[src/test_signal_pkg.sv]
// shared constants and types; raster sizes fit 10 bits, i2s divider and slot counts are powers of two
package test_signal_pkg;

    ////////////////////////////////////////////////////////////
    // raster timing
    ////////////////////////////////////////////////////////////

    // one mclk per pixel, 400 x 512 = 204800 clocks per frame
    localparam int unsigned pos_w      = 10;
    localparam logic [9:0]  h_total    = 10'd400;
    localparam logic [9:0]  h_active   = 10'd320;
    localparam logic [9:0]  h_bporch   = 10'd10;
    localparam logic [9:0]  v_total    = 10'd512;
    localparam logic [9:0]  v_active   = 10'd240;
    localparam logic [9:0]  v_bporch   = 10'd10;
    // hsync a few clocks after vsync, never on the same cycle
    localparam logic [9:0]  hs_column  = 10'd3;
    // orange fill
    localparam logic [23:0] active_rgb = 24'hFF5F00;

    ////////////////////////////////////////////////////////////
    // i2s framing
    ////////////////////////////////////////////////////////////

    localparam int unsigned mclk_per_bit     = 4;
    localparam int unsigned bits_per_channel = 32;
    localparam int unsigned sample_bits      = 16;

    // derived counter widths and terminal counts
    localparam int unsigned div_w  = $clog2(mclk_per_bit);
    localparam int unsigned slot_w = $clog2(2 * bits_per_channel);
    localparam int unsigned seg_w  = $clog2(sample_bits);
    localparam logic [div_w-1:0]  div_last  = div_w'(mclk_per_bit - 1);
    localparam logic [slot_w-1:0] slot_last = slot_w'(2 * bits_per_channel - 1);
    localparam logic [seg_w-1:0]  seg_last  = seg_w'(sample_bits - 1);

    ////////////////////////////////////////////////////////////
    // types
    ////////////////////////////////////////////////////////////

    typedef struct packed {
        logic [pos_w-1:0] x;
        logic [pos_w-1:0] y;
    } raster_pos_t;

    typedef struct packed {
        logic [23:0] rgb;
        logic        de;
        logic        hs;
        logic        vs;
    } video_out_t;

    typedef struct packed {
        logic [sample_bits-1:0] left;
        logic [sample_bits-1:0] right;
    } audio_sample_t;

    // one phase per 16-slot quarter of the frame
    typedef enum logic [1:0] {
        left_data  = 2'd0,
        left_pad   = 2'd1,
        right_data = 2'd2,
        right_pad  = 2'd3
    } i2s_state_t;

    typedef struct packed {
        logic shift_en;   // end of a bit slot
        logic frame_load; // end of slot 63, next slot is bit 0
        logic right_sel;
        logic pad;
        logic sclk;
        logic lrck;
    } i2s_ctrl_t;

    typedef struct packed {
        logic sclk;
        logic lrck;
        logic dac;
    } i2s_out_t;

endpackage

[src/i2s_sequencer.sv]
// i2s frame timing only with sclk at mclk / 4 and 64 slots per frame, 16 per channel carrying data
`timescale 1ns/10ps

module i2s_sequencer (
    input  logic                       audgen_mclk,
    input  logic                       reset_n,
    output test_signal_pkg::i2s_ctrl_t ctrl
);

    logic [test_signal_pkg::div_w-1:0]  div;
    logic [test_signal_pkg::slot_w-1:0] slot;
    test_signal_pkg::i2s_state_t        state;
    test_signal_pkg::i2s_state_t        state_next;
    logic                               slot_end;
    logic                               seg_end;

    // last mclk of a bit slot
    assign slot_end = (div == test_signal_pkg::div_last);
    // last slot of a 16-slot quarter
    assign seg_end = slot_end &&
                     (slot[test_signal_pkg::seg_w-1:0] == test_signal_pkg::seg_last);

    ////////////////////////////////////////////////////////////
    // bit clock divider and slot counter
    ////////////////////////////////////////////////////////////

    always_ff @(posedge audgen_mclk or negedge reset_n) begin
        if (!reset_n) begin
            div <= '0;
        end else if (slot_end) begin
            div <= '0;
        end else begin
            div <= div + 2'd1;
        end
    end

    // slot advances together with the falling sclk
    always_ff @(posedge audgen_mclk or negedge reset_n) begin
        if (!reset_n) begin
            slot <= '0;
        end else if (slot_end) begin
            if (slot == test_signal_pkg::slot_last) begin
                slot <= '0;
            end else begin
                slot <= slot + 6'd1;
            end
        end
    end

    ////////////////////////////////////////////////////////////
    // channel phase FSM
    ////////////////////////////////////////////////////////////

    always_comb begin
        case (state)
            test_signal_pkg::left_data:  state_next = test_signal_pkg::left_pad;
            test_signal_pkg::left_pad:   state_next = test_signal_pkg::right_data;
            test_signal_pkg::right_data: state_next = test_signal_pkg::right_pad;
            default:                     state_next = test_signal_pkg::left_data;
        endcase
    end

    always_ff @(posedge audgen_mclk or negedge reset_n) begin
        if (!reset_n) begin
            state <= test_signal_pkg::left_data;
        end else if (seg_end) begin
            state <= state_next;
        end
    end

    ////////////////////////////////////////////////////////////
    // strobes and levels
    ////////////////////////////////////////////////////////////

    always_comb begin
        ctrl.shift_en   = slot_end;
        // the shift that closes slot 63 also opens the next frame
        ctrl.frame_load = slot_end && (slot == test_signal_pkg::slot_last);
        ctrl.right_sel  = (state == test_signal_pkg::right_data) ||
                          (state == test_signal_pkg::right_pad);
        ctrl.pad        = (state == test_signal_pkg::left_pad) ||
                          (state == test_signal_pkg::right_pad);
        // high for divider 2 and 3
        ctrl.sclk       = div[test_signal_pkg::div_w-1];
        // low for slots 0..31 and high for 32..63
        ctrl.lrck       = slot[test_signal_pkg::slot_w-1];
    end

endmodule

[config.mk]
export PLATFORM = sky130hd
export DESIGN_NAME = i2s_sequencer
export DESIGN_NICKNAME = d
export VERILOG_FILES = /design/src/test_signal_pkg.sv /design/src/i2s_sequencer.sv
export SDC_FILE = /design/constraint.sdc
export NUM_CORES = 1
export LEC_CHECK = 0
export CORE_AREA = 8 8 45 47
export DETAILED_ROUTE_END_ITERATION = 16
export DIE_AREA = 0 0 53 55
export DONT_BUFFER_PORTS = 1
export PLACE_DENSITY = 0.59
export SLEW_MARGIN = 10
export SYNTH_ARGS = -nofsm -noshare
export SYNTH_HDL_FRONTEND = slang
export SYNTH_SLANG_ARGS = --single-unit
[constraint.sdc]
create_clock -name audgen_mclk -period 1.65 [get_ports audgen_mclk]
set_clock_uncertainty 0.1 [all_clocks]
set_input_delay 0.165 -clock audgen_mclk [delete_from_list [all_inputs] [get_ports audgen_mclk]]
set_output_delay 0.165 -clock audgen_mclk [all_outputs]
set_load 0.005 [all_outputs]
==> summary.txt, run 1 <==
Logic synthesis
  • Synth Instances: 50
  • Register area share after synthesis: 46.1%
  • Yosys Warn Count: 0
  • Avg Inst Size Synth: roughly 11 sq um
  • Synthesized area: 543 sq um
  • Syn Nets: 59
  • Seq cells post-synth: 10
  • Netlist cell types: 19

Floorplanning
  • Core footprint: 1380 sq um
  • Starting Density: 39.2%
  • Width of the chip: 53 um
  • # rows: 14
  • I/O pin total: 8
  • Die area: just under 3000 sq um
  • Die Y: 55 um

Drt
  • DR iter-0 viols: 7
  • Vias: 334
  • DR vias/cell: 4.84
  • Final ANT Viol Nets: 0
  • DRT Wirelength: 870 um
  • Post-route DRC: 0
  • Routed len/inst: 12.6 um
  • Drt pass-1 iters: 2

Timing
  • PnR worst setup slack: ~95 ps
  • Final setup fails: 0
  • Fin. Hold Viols: 0
  • Final worst path period share: 94.2%
  • Final min period: 1550 ps
  • Total Neg Setup Slack: 0 ps
  • Max-Slew Margin vs Limit: between 70% and 80%
  • Final Max Slew Viols: 0
  • Worst-margin pin slew: about 450 ps
  • F_max: around 640 MHz
  • RSZ-0062 raised after global routing: false

Placement
  • DP Worst Slack: 186 ps
  • Detail Placement HPWL: 673 um
  • RePlAce Congestion: 0.718
  • Placed cell count: 63
  • PortBufs: 0
  • Dpl cell area: between 500 and 600 sq um

Run status
  • Outcome: complete, no violations

Finish
  • Post-layout util: 43.0%
  • Area grow syn2layout: 9.68%
  • Most common cell after layout, fill and taps aside: dfrtp_1
  • Final net count: 63
  • Layout cells sized above 1: 24.5%
  • Finished Cell Area: 596 sq um
  • Antenna diode count: 0
  • Most frequent cells in the layout: dfrtp_1 (10), ha_1 (6), inv_1 (4), nand2_1 (4)
  • Fin cells: 69

Critical path
  • Reg-to-Reg End: state[1]
  • Reg2Reg Launch Point: slot[0]
  • R2R Setup Slk: 150 ps
  • Worst Path Max Fanout: 5
  • Setup crit end kind: output pin
  • WS Path Type: reg -> out
  • Worst EP arrival: 1290 ps
  • Worst reg2reg path depth: 4
  • Critical path data required time: approximately 1400 ps
  • CP Launch Type: flip-flop

Global route
  • Largest net degree at the start of global routing: 11
  • Total track usage: 7.50%
  • GR Overflow Total: 0
  • First-pass GRT wire length: between 1.5 and 2 mm
  • Initial antenna violation count: 0
  • Vias in the first global route: 333

Worst hold path
  • Min-Delay Path Class: in -> async

Flow run
  • Max cap viols: 0

Clock network
  • Sink Count: 10
  • Clock buffer depth: 2
  • H-tree Lvls: 1
  • CTS Buf Count: 3
  • CTS tree: done
  • Clock latency on the worst-skew pair: 260 ps
  • CTS Root Cell: clkbuf_4
  • CTS clk-pin slew, worst paths: 70 ps

Power
  • Reg power frac: 51.7%
  • Cell Int Power: 380 uW
  • Clock share of power: 47.0%
  • Cell Pwr Density: 795 nW/um^2
  • Static Leak: 0.000290 uW
  • Sw Pwr: 92.8 uW
  • Combinational Power Share: 1.3%
  • Sw Ratio: 19.6%
  • Peak supply drop: 412 uV
## metrics by stage
stage                     hold slack, ps  power, uW
after floorplan                     -231        250
after global placement              -230        250
after detailed placement            -230        250
after CTS                            190        485
after global routing                 217        496
final                                180        473
## worst max-delay path by stage
stage | end | slack [ps] | startpoint
3_5_place_dp | slot[3] | 190 | div[1]
3_3_place_gp | state[1] | 220 | div[1]
4_1_cts | ctrl[3] | 70 | state[0]
2_1_floorplan | state[1] | 220 | div[1]
5_1_grt | ctrl[3] | 30 | state[0]
6_report | ctrl[3] | 100 | state[0]
## power by group through the flow
stage	registers (uW)	clock network, uW	logic (uW)
2_1_floorplan	250	0	0.000154
3_3_place_gp	250	0	0.000137
3_5_place_dp	250	0	0.000137
4_1_cts	245	233	6.66
5_1_grt	245	243	7.51
6_report	245	222	6.11
## layout make-up
cell class | instances | area [sq um]
tap | 16 | 20.0
clock buffer | 4 | 36.3
sequential | 10 | 250
inverter | 4 | 15.0
multi-input combinational | 32 | 249
fill | 134 | 788
timing repair buffer | 3 | 25.0
## cells in the mapped netlist
cell      instances  area (sq um)
nand2_1           4          15.0
dfrtp_1          10           250
nor2_1            4          15.0
o31ai_1           1          7.51
buf_4             3          22.5
buf_6             1          11.3
inv_1             4          15.0
ha_1              7          87.6
nand4_1           1          6.26
or3_1             1          6.26
mux2_2            2          22.5
xnor2_1           2          17.5
o21ai_0           2          10.0
nand3_1           2          10.0
o211ai_1          1          7.51
a21oi_1           1          5.00
xor2_1            1          8.76
nand4_2           1          12.5
or2_2             2          12.5
## layer usage
metal  wire length, um  global-route usage (%)  vias to the layer above
met5                 0                       0                        -
met4                10                    7.76                        0
met3                77                    3.48                        2
met2               422                    9.57                        5
met1               359                    8.74                      158
li1                  -                       -                      169
## registers in the layout (all words and copies together), names as in the netlist
| signal | cells |
|---|---|
| div | 2 |
| slot | 6 |
| state | 2 |
## kinds of logic (layout without fill, tap and decap cells)
logic type | Yosys count | in the layout | share of synthesized area, %
AND/OR/NAND/NOR | 15 | 15 | 14.3
flip-flops | 10 | 10 | 46.1
buffers and inverters | 8 | 11 | 8.98
adder cells (fa/ha/maj) | 7 | 7 | 16.1
AO/OA/AOI/OAI | 5 | 5 | 5.53
XOR/XNOR | 3 | 3 | 4.84
multiplexers | 2 | 2 | 4.15
## critical path, cell delays in order (launching register included)
cell and delay (ps):
dfrtp_1 430, inv_1 80, ha_1 210, or2_2 310
## timing repair
| item | 4_1_cts | 5_1_grt |
|---|---|---|
| pin swaps | 1 | 0 |
| resized for setup | 1 | 1 |
| hold buffers | 1 | 0 |
| buffers inserted | 1 | 0 |
| endpoints found under the setup margin | 1 | 1 |
| endpoints found under the hold margin | 10 | 0 |
Power figures use the tool's default switching activity.
==> run 2, diff against run 1 <==
RECOVER_POWER = 100   (was default)
==> summary.txt, run 2 (synthesis gave the netlist of run 1 again) <==
Drt
  • DRT Wirelength: 875 um
  • DR vias/cell: 5.01
  • Final ANT Viol Nets: 0
  • Vias: 346
  • Drt pass-1 iters: 4
  • Routed len/inst: 12.7 um
  • DR iter-0 viols: 8
  • Post-route DRC: 0

Worst hold path
  • Min-Delay Path Class: in -> async

Global route
  • Largest net degree at the start of global routing: 11
  • First-pass GRT wire length: between 1.5 and 2 mm
  • Initial antenna violation count: 0
  • GR Overflow Total: 0
  • Total track usage: 7.50%
  • Vias in the first global route: 333

Floorplanning
  • # rows: 14
  • Die Y: approximately 55 um
  • Width of the chip: 53 um
  • Starting Density: 39.2%
  • I/O pin total: 8
  • Die area: about 2900 sq um
  • Core footprint: 1380 sq um

Finish
  • Most common cell after layout, fill and taps aside: dfrtp_1
  • Antenna diode count: 0
  • Max reg flops: 6
  • Final net count: 63
  • Largest regs: slot (6), div (2), state (2)
  • Area grow syn2layout: 7.83%
  • Layout cells sized above 1: 20.8%
  • Finished Cell Area: 586 sq um
  • Most frequent cells in the layout: dfrtp_1 (10), ha_1 (6), inv_1 (4), nand2_1 (4)
  • Most flop-heavy register: slot

Critical path
  • Worst reg2reg path depth: 4
  • Critical path data required time: 1380 ps
  • Worst Path Max Fanout: 5
  • CP Launch Type: flip-flop
  • Reg-to-Reg End: state[1]
  • R2R Setup Slk: 170 ps
  • Reg2Reg Launch Point: slot[0]
  • Setup crit end kind: output pin
  • Worst EP arrival: 1290 ps
  • WS Path Type: reg -> out

Timing
  • Final Max Slew Viols: 0
  • Total Neg Setup Slack: 0 ps
  • Final min period: 1550 ps
  • Max-Slew Margin vs Limit: 70.1%
  • F_max: 644 MHz
  • Fin. Hold Viols: 0
  • PnR worst setup slack: just under 100 ps
  • Worst-margin pin slew: 448 ps
  • Final worst path period share: approximately 94%
  • Final setup fails: 0
  • RSZ-0062 raised after global routing: false

Power
  • Reg power frac: 51.8%
  • Cell Int Power: 380 uW
  • Cell Pwr Density: 808 nW/um^2
  • Clock share of power: 47.0%
  • Sw Ratio: 19.6%
  • Sw Pwr: 92.7 uW
  • Combinational Power Share: around 1.3%
  • Static Leak: about 0.00027 uW
  • Peak supply drop: 412 uV

Run status
  • Outcome: complete, no violations

Clock network
  • Sink Count: 10
  • CTS clk-pin slew, worst paths: 70 ps
  • CTS Root Cell: clkbuf_4
  • CTS tree: done
  • H-tree Lvls: 1
  • Clock latency on the worst-skew pair: 260 ps
  • Clock buffer depth: 2
  • CTS Buf Count: 3

Placement
  • RePlAce Congestion: slightly above 0.7
  • PortBufs: 0
  • Dpl cell area: 537 sq um
  • DP Worst Slack: 186 ps
  • Detail Placement HPWL: around 670 um

Flow run
  • Max cap viols: 0
-- run 2: how the worst max path moves through the flow --
stage / startpoint / endpoint / slack [ps]
global route: state[0] / ctrl[3] / 30
detailed placement: div[1] / slot[3] / 190
CTS: state[0] / ctrl[3] / 70
floorplan: div[1] / state[1] / 220
global placement: div[1] / state[1] / 220
finish: state[0] / ctrl[3] / 100
-- run 2: per-stage QoR --
stage / hold slack [ps] / utilization (%) / cells / power (uW)
2_1_floorplan: -231 / - / 50 / 250
3_3_place_gp: -230 / 38.8 / 63 / 250
3_5_place_dp: -230 / 38.8 / 63 / 250
4_1_cts: 190 / 42.9 / 69 / 485
5_1_grt: 217 / 42.3 / 69 / 496
6_report: 180 / 42.3 / 69 / 473
-- run 2: area by class of cell --
| cell class | instances | area [sq um] |
|---|---|---|
| fill | 136 | 798 |
| tap | 16 | 20.0 |
| inverter | 4 | 15.0 |
| sequential | 10 | 250 |
| multi-input combinational | 32 | 243 |
| timing repair buffer | 3 | 21.3 |
| clock buffer | 4 | 36.3 |
-- run 2: power groups by stage --
| stage | combinational, uW | clock (uW) | sequential [uW] |
|---|---|---|---|
| finish | 6.11 | 222 | 245 |
| global route | 7.51 | 243 | 245 |
| CTS | 6.66 | 233 | 245 |
| detailed placement | 0.000137 | 0 | 250 |
| global placement | 0.000137 | 0 | 250 |
| floorplan | 0.000154 | 0 | 250 |
-- run 2: routing by layer --
| metal | up-vias | global-route usage [%] | routed length [um] |
|---|---|---|---|
| met4 | 0 | 7.76 | 10 |
| met1 | 165 | 8.74 | 355 |
| met3 | 2 | 3.48 | 91 |
| met2 | 10 | 9.57 | 417 |
| li1 | 169 | - | - |
| met5 | - | 0 | 0 |
-- run 2: critical path, stage by stage, from the launching register on --
cell and delay, ps:
dfrtp_1 430, inv_1 80, ha_1 210, or2_2 310
-- run 2: repair_timing --
action                                  CTS  global route
endpoints found under the hold margin    10             0
buffers inserted                          1             0
endpoints found under the setup margin    1             1
gates resized for setup                   1             1
pin swaps                                 1             0
hold buffers                              1             0
==> run 3, diff against run 2 <==
CORE_AREA = 2 2 39 41   (was 8 8 45 47)
CTS_CLUSTER_DIAMETER = 150   (was default)
DIE_AREA = 0 0 41 43   (was 0 0 53 55)
TNS_END_PERCENT = 100   (was default)
==> summary.txt, run 3 (synthesis gave the netlist of run 1 again) <==
Clock network
  • CTS clk-pin slew, worst paths: around 70 ps
  • CTS Root Cell: clkbuf_4
  • H-tree Lvls: 1
  • Clock buffer depth: 2
  • Clock latency on the worst-skew pair: about 260 ps
  • Sink Count: 10
  • CTS tree: done
  • CTS Buf Count: 3

Critical path
  • Reg2Reg Launch Point: div[1]
  • Critical path data required time: between 1000 and 1500 ps
  • Slowest cell delay on critical path: between 400 and 500 ps
  • Worst Path Max Fanout: 5
  • CP Cell Sequence: inv_1 -> ha_1 -> or2_2
  • Setup crit end kind: output pin
  • WS Path Type: reg -> out
  • CP top delay family: flip-flops
  • CP Launch Type: flip-flop
  • Critical path's slowest cell: dfrtp_1
  • Worst EP arrival: roughly 1300 ps
  • Worst Setup SP: state[0]
  • Buf/Inv on CP: 1

Finish
  • Area grow syn2layout: 6.91%
  • Layout cells sized above 1: 17.0%
  • Fin cells: roughly 70
  • Most frequent cells in the layout: dfrtp_1 (10), ha_1 (7), inv_1 (4), nand2_1 (4), nor2_1 (4)
  • Max reg flops: 6
  • Largest regs: slot (6), div (2), state (2)
  • Most flop-heavy register: slot
  • Post-layout util: between 40% and 50%
  • Most common cell after layout, fill and taps aside: dfrtp_1
  • Antenna diode count: 0
  • Final net count: 63

Drt
  • Post-route DRC: 0
  • Routed len/inst: 11.4 um
  • Vias: around 330
  • Final ANT Viol Nets: 0
  • Drt pass-1 iters: 4
  • DR iter-0 viols: 5
  • DR vias/cell: 4.71
  • DRT Wirelength: about 790 um

Timing
  • Final worst path period share: ~94%
  • Fin. Hold Viols: 0
  • Worst-margin pin slew: 443 ps
  • Total Neg Setup Slack: 0 ps
  • Final Max Slew Viols: 0
  • F_max: 644 MHz
  • PnR worst setup slack: 96.4 ps
  • RSZ-0062 raised after global routing: false
  • Final setup fails: 0
  • Final min period: 1550 ps
  • Max-Slew Margin vs Limit: 70.4%

Placement
  • Placed cell count: 63
  • RePlAce Congestion: 0.688
  • DP Worst Slack: approximately 210 ps
  • PortBufs: 0
  • Detail Placement HPWL: approximately 590 um

Floorplanning
  • # rows: 14
  • I/O pin total: 8
  • Width of the chip: between 40 and 50 um
  • Die area: 1760 sq um
  • Starting Density: 39.2%
  • Core footprint: 1380 sq um
  • Die Y: 43 um

Global route
  • Vias in the first global route: 333
  • First-pass GRT wire length: 1.34 mm
  • Initial antenna violation count: 0
  • Largest net degree at the start of global routing: 11
  • GR Overflow Total: 0
  • Total track usage: 12.1%

Power
  • Sw Pwr: around 92 uW
  • Peak supply drop: 537 uV
  • Combinational Power Share: about 1.3%
  • Sw Ratio: 19.5%
  • Clock share of power: 46.9%
  • Cell Pwr Density: about 810 nW/um^2
  • Reg power frac: 51.9%
  • Static Leak: 0.000267 uW
  • Cell Int Power: 380 uW

Worst hold path
  • Min-Delay Path Class: in -> async

Flow run
  • Max cap viols: 0

Run status
  • Outcome: complete, no violations
==> run 3: cell count changes in the layout (fill, tap and decap cells not counted) <==
cell / delta
ha_2: -1
nor2_2: -1
ha_1: +1
nor2_1: +1
==> run 3: area by class of cell <==
cell class	count	area, sq um
Sequential cell	10	250
Inverter	4	15.0
Tap cell	16	20.0
Multi-Input combinational cell	32	238
Fill cell	144	803
Clock buffer	4	36.3
Timing Repair Buffer	3	21.3
==> run 3: power by group through the flow <==
stage	clock network (uW)	registers, uW	logic, uW
floorplan	0	250	0.000154
global placement	0	250	0.000137
detailed placement	0	250	0.000137
CTS	228	245	6.62
global route	237	245	7.45
finish	221	245	6.06
==> run 3: worst reg2reg max path, delay by kind of cell (launching register included) <==
family | cells | cell delay (ps)
flip-flops | 1 | 400
AND/OR/NAND/NOR | 1 | 130
adder cells (fa/ha/maj) | 1 | 260
buffers and inverters | 1 | 140
multiplexers | 1 | 320
==> run 3: per-stage QoR <==
step	hold WS, ps	total power [uW]	area (sq um)
2_1_floorplan	-231	250	543
3_3_place_gp	-230	250	537
3_5_place_dp	-230	250	537
4_1_cts	192	479	593
5_1_grt	215	489	581
6_report	178	472	581
==> run 3: per-layer routing <==
layer	GRT usage, %	wire (um)
met5	0	0
met4	10.0	17
met3	7.33	49
met2	15.0	360
met1	14.0	358
==> run 3: worst paths after layout <==
check / end / slack (ps) / cells after the start
min in group audgen_mclk: div[0] / 330 / 1
max: ctrl[3] / 100 / 3
max reg2reg: state[1] / 180 / 4
min: state[1] / 180 / 1
max in group asynchronous: slot[1] / 970 / 1
min reg2reg: div[0] / 330 / 1
==> run 3: what timing repair did <==
action / CTS / global route
buffers inserted: 1 / 0
resized for setup: 1 / 0
setup endpoints to repair: 1 / 0
hold endpoints to repair: 10 / 0
hold buffers: 1 / 0
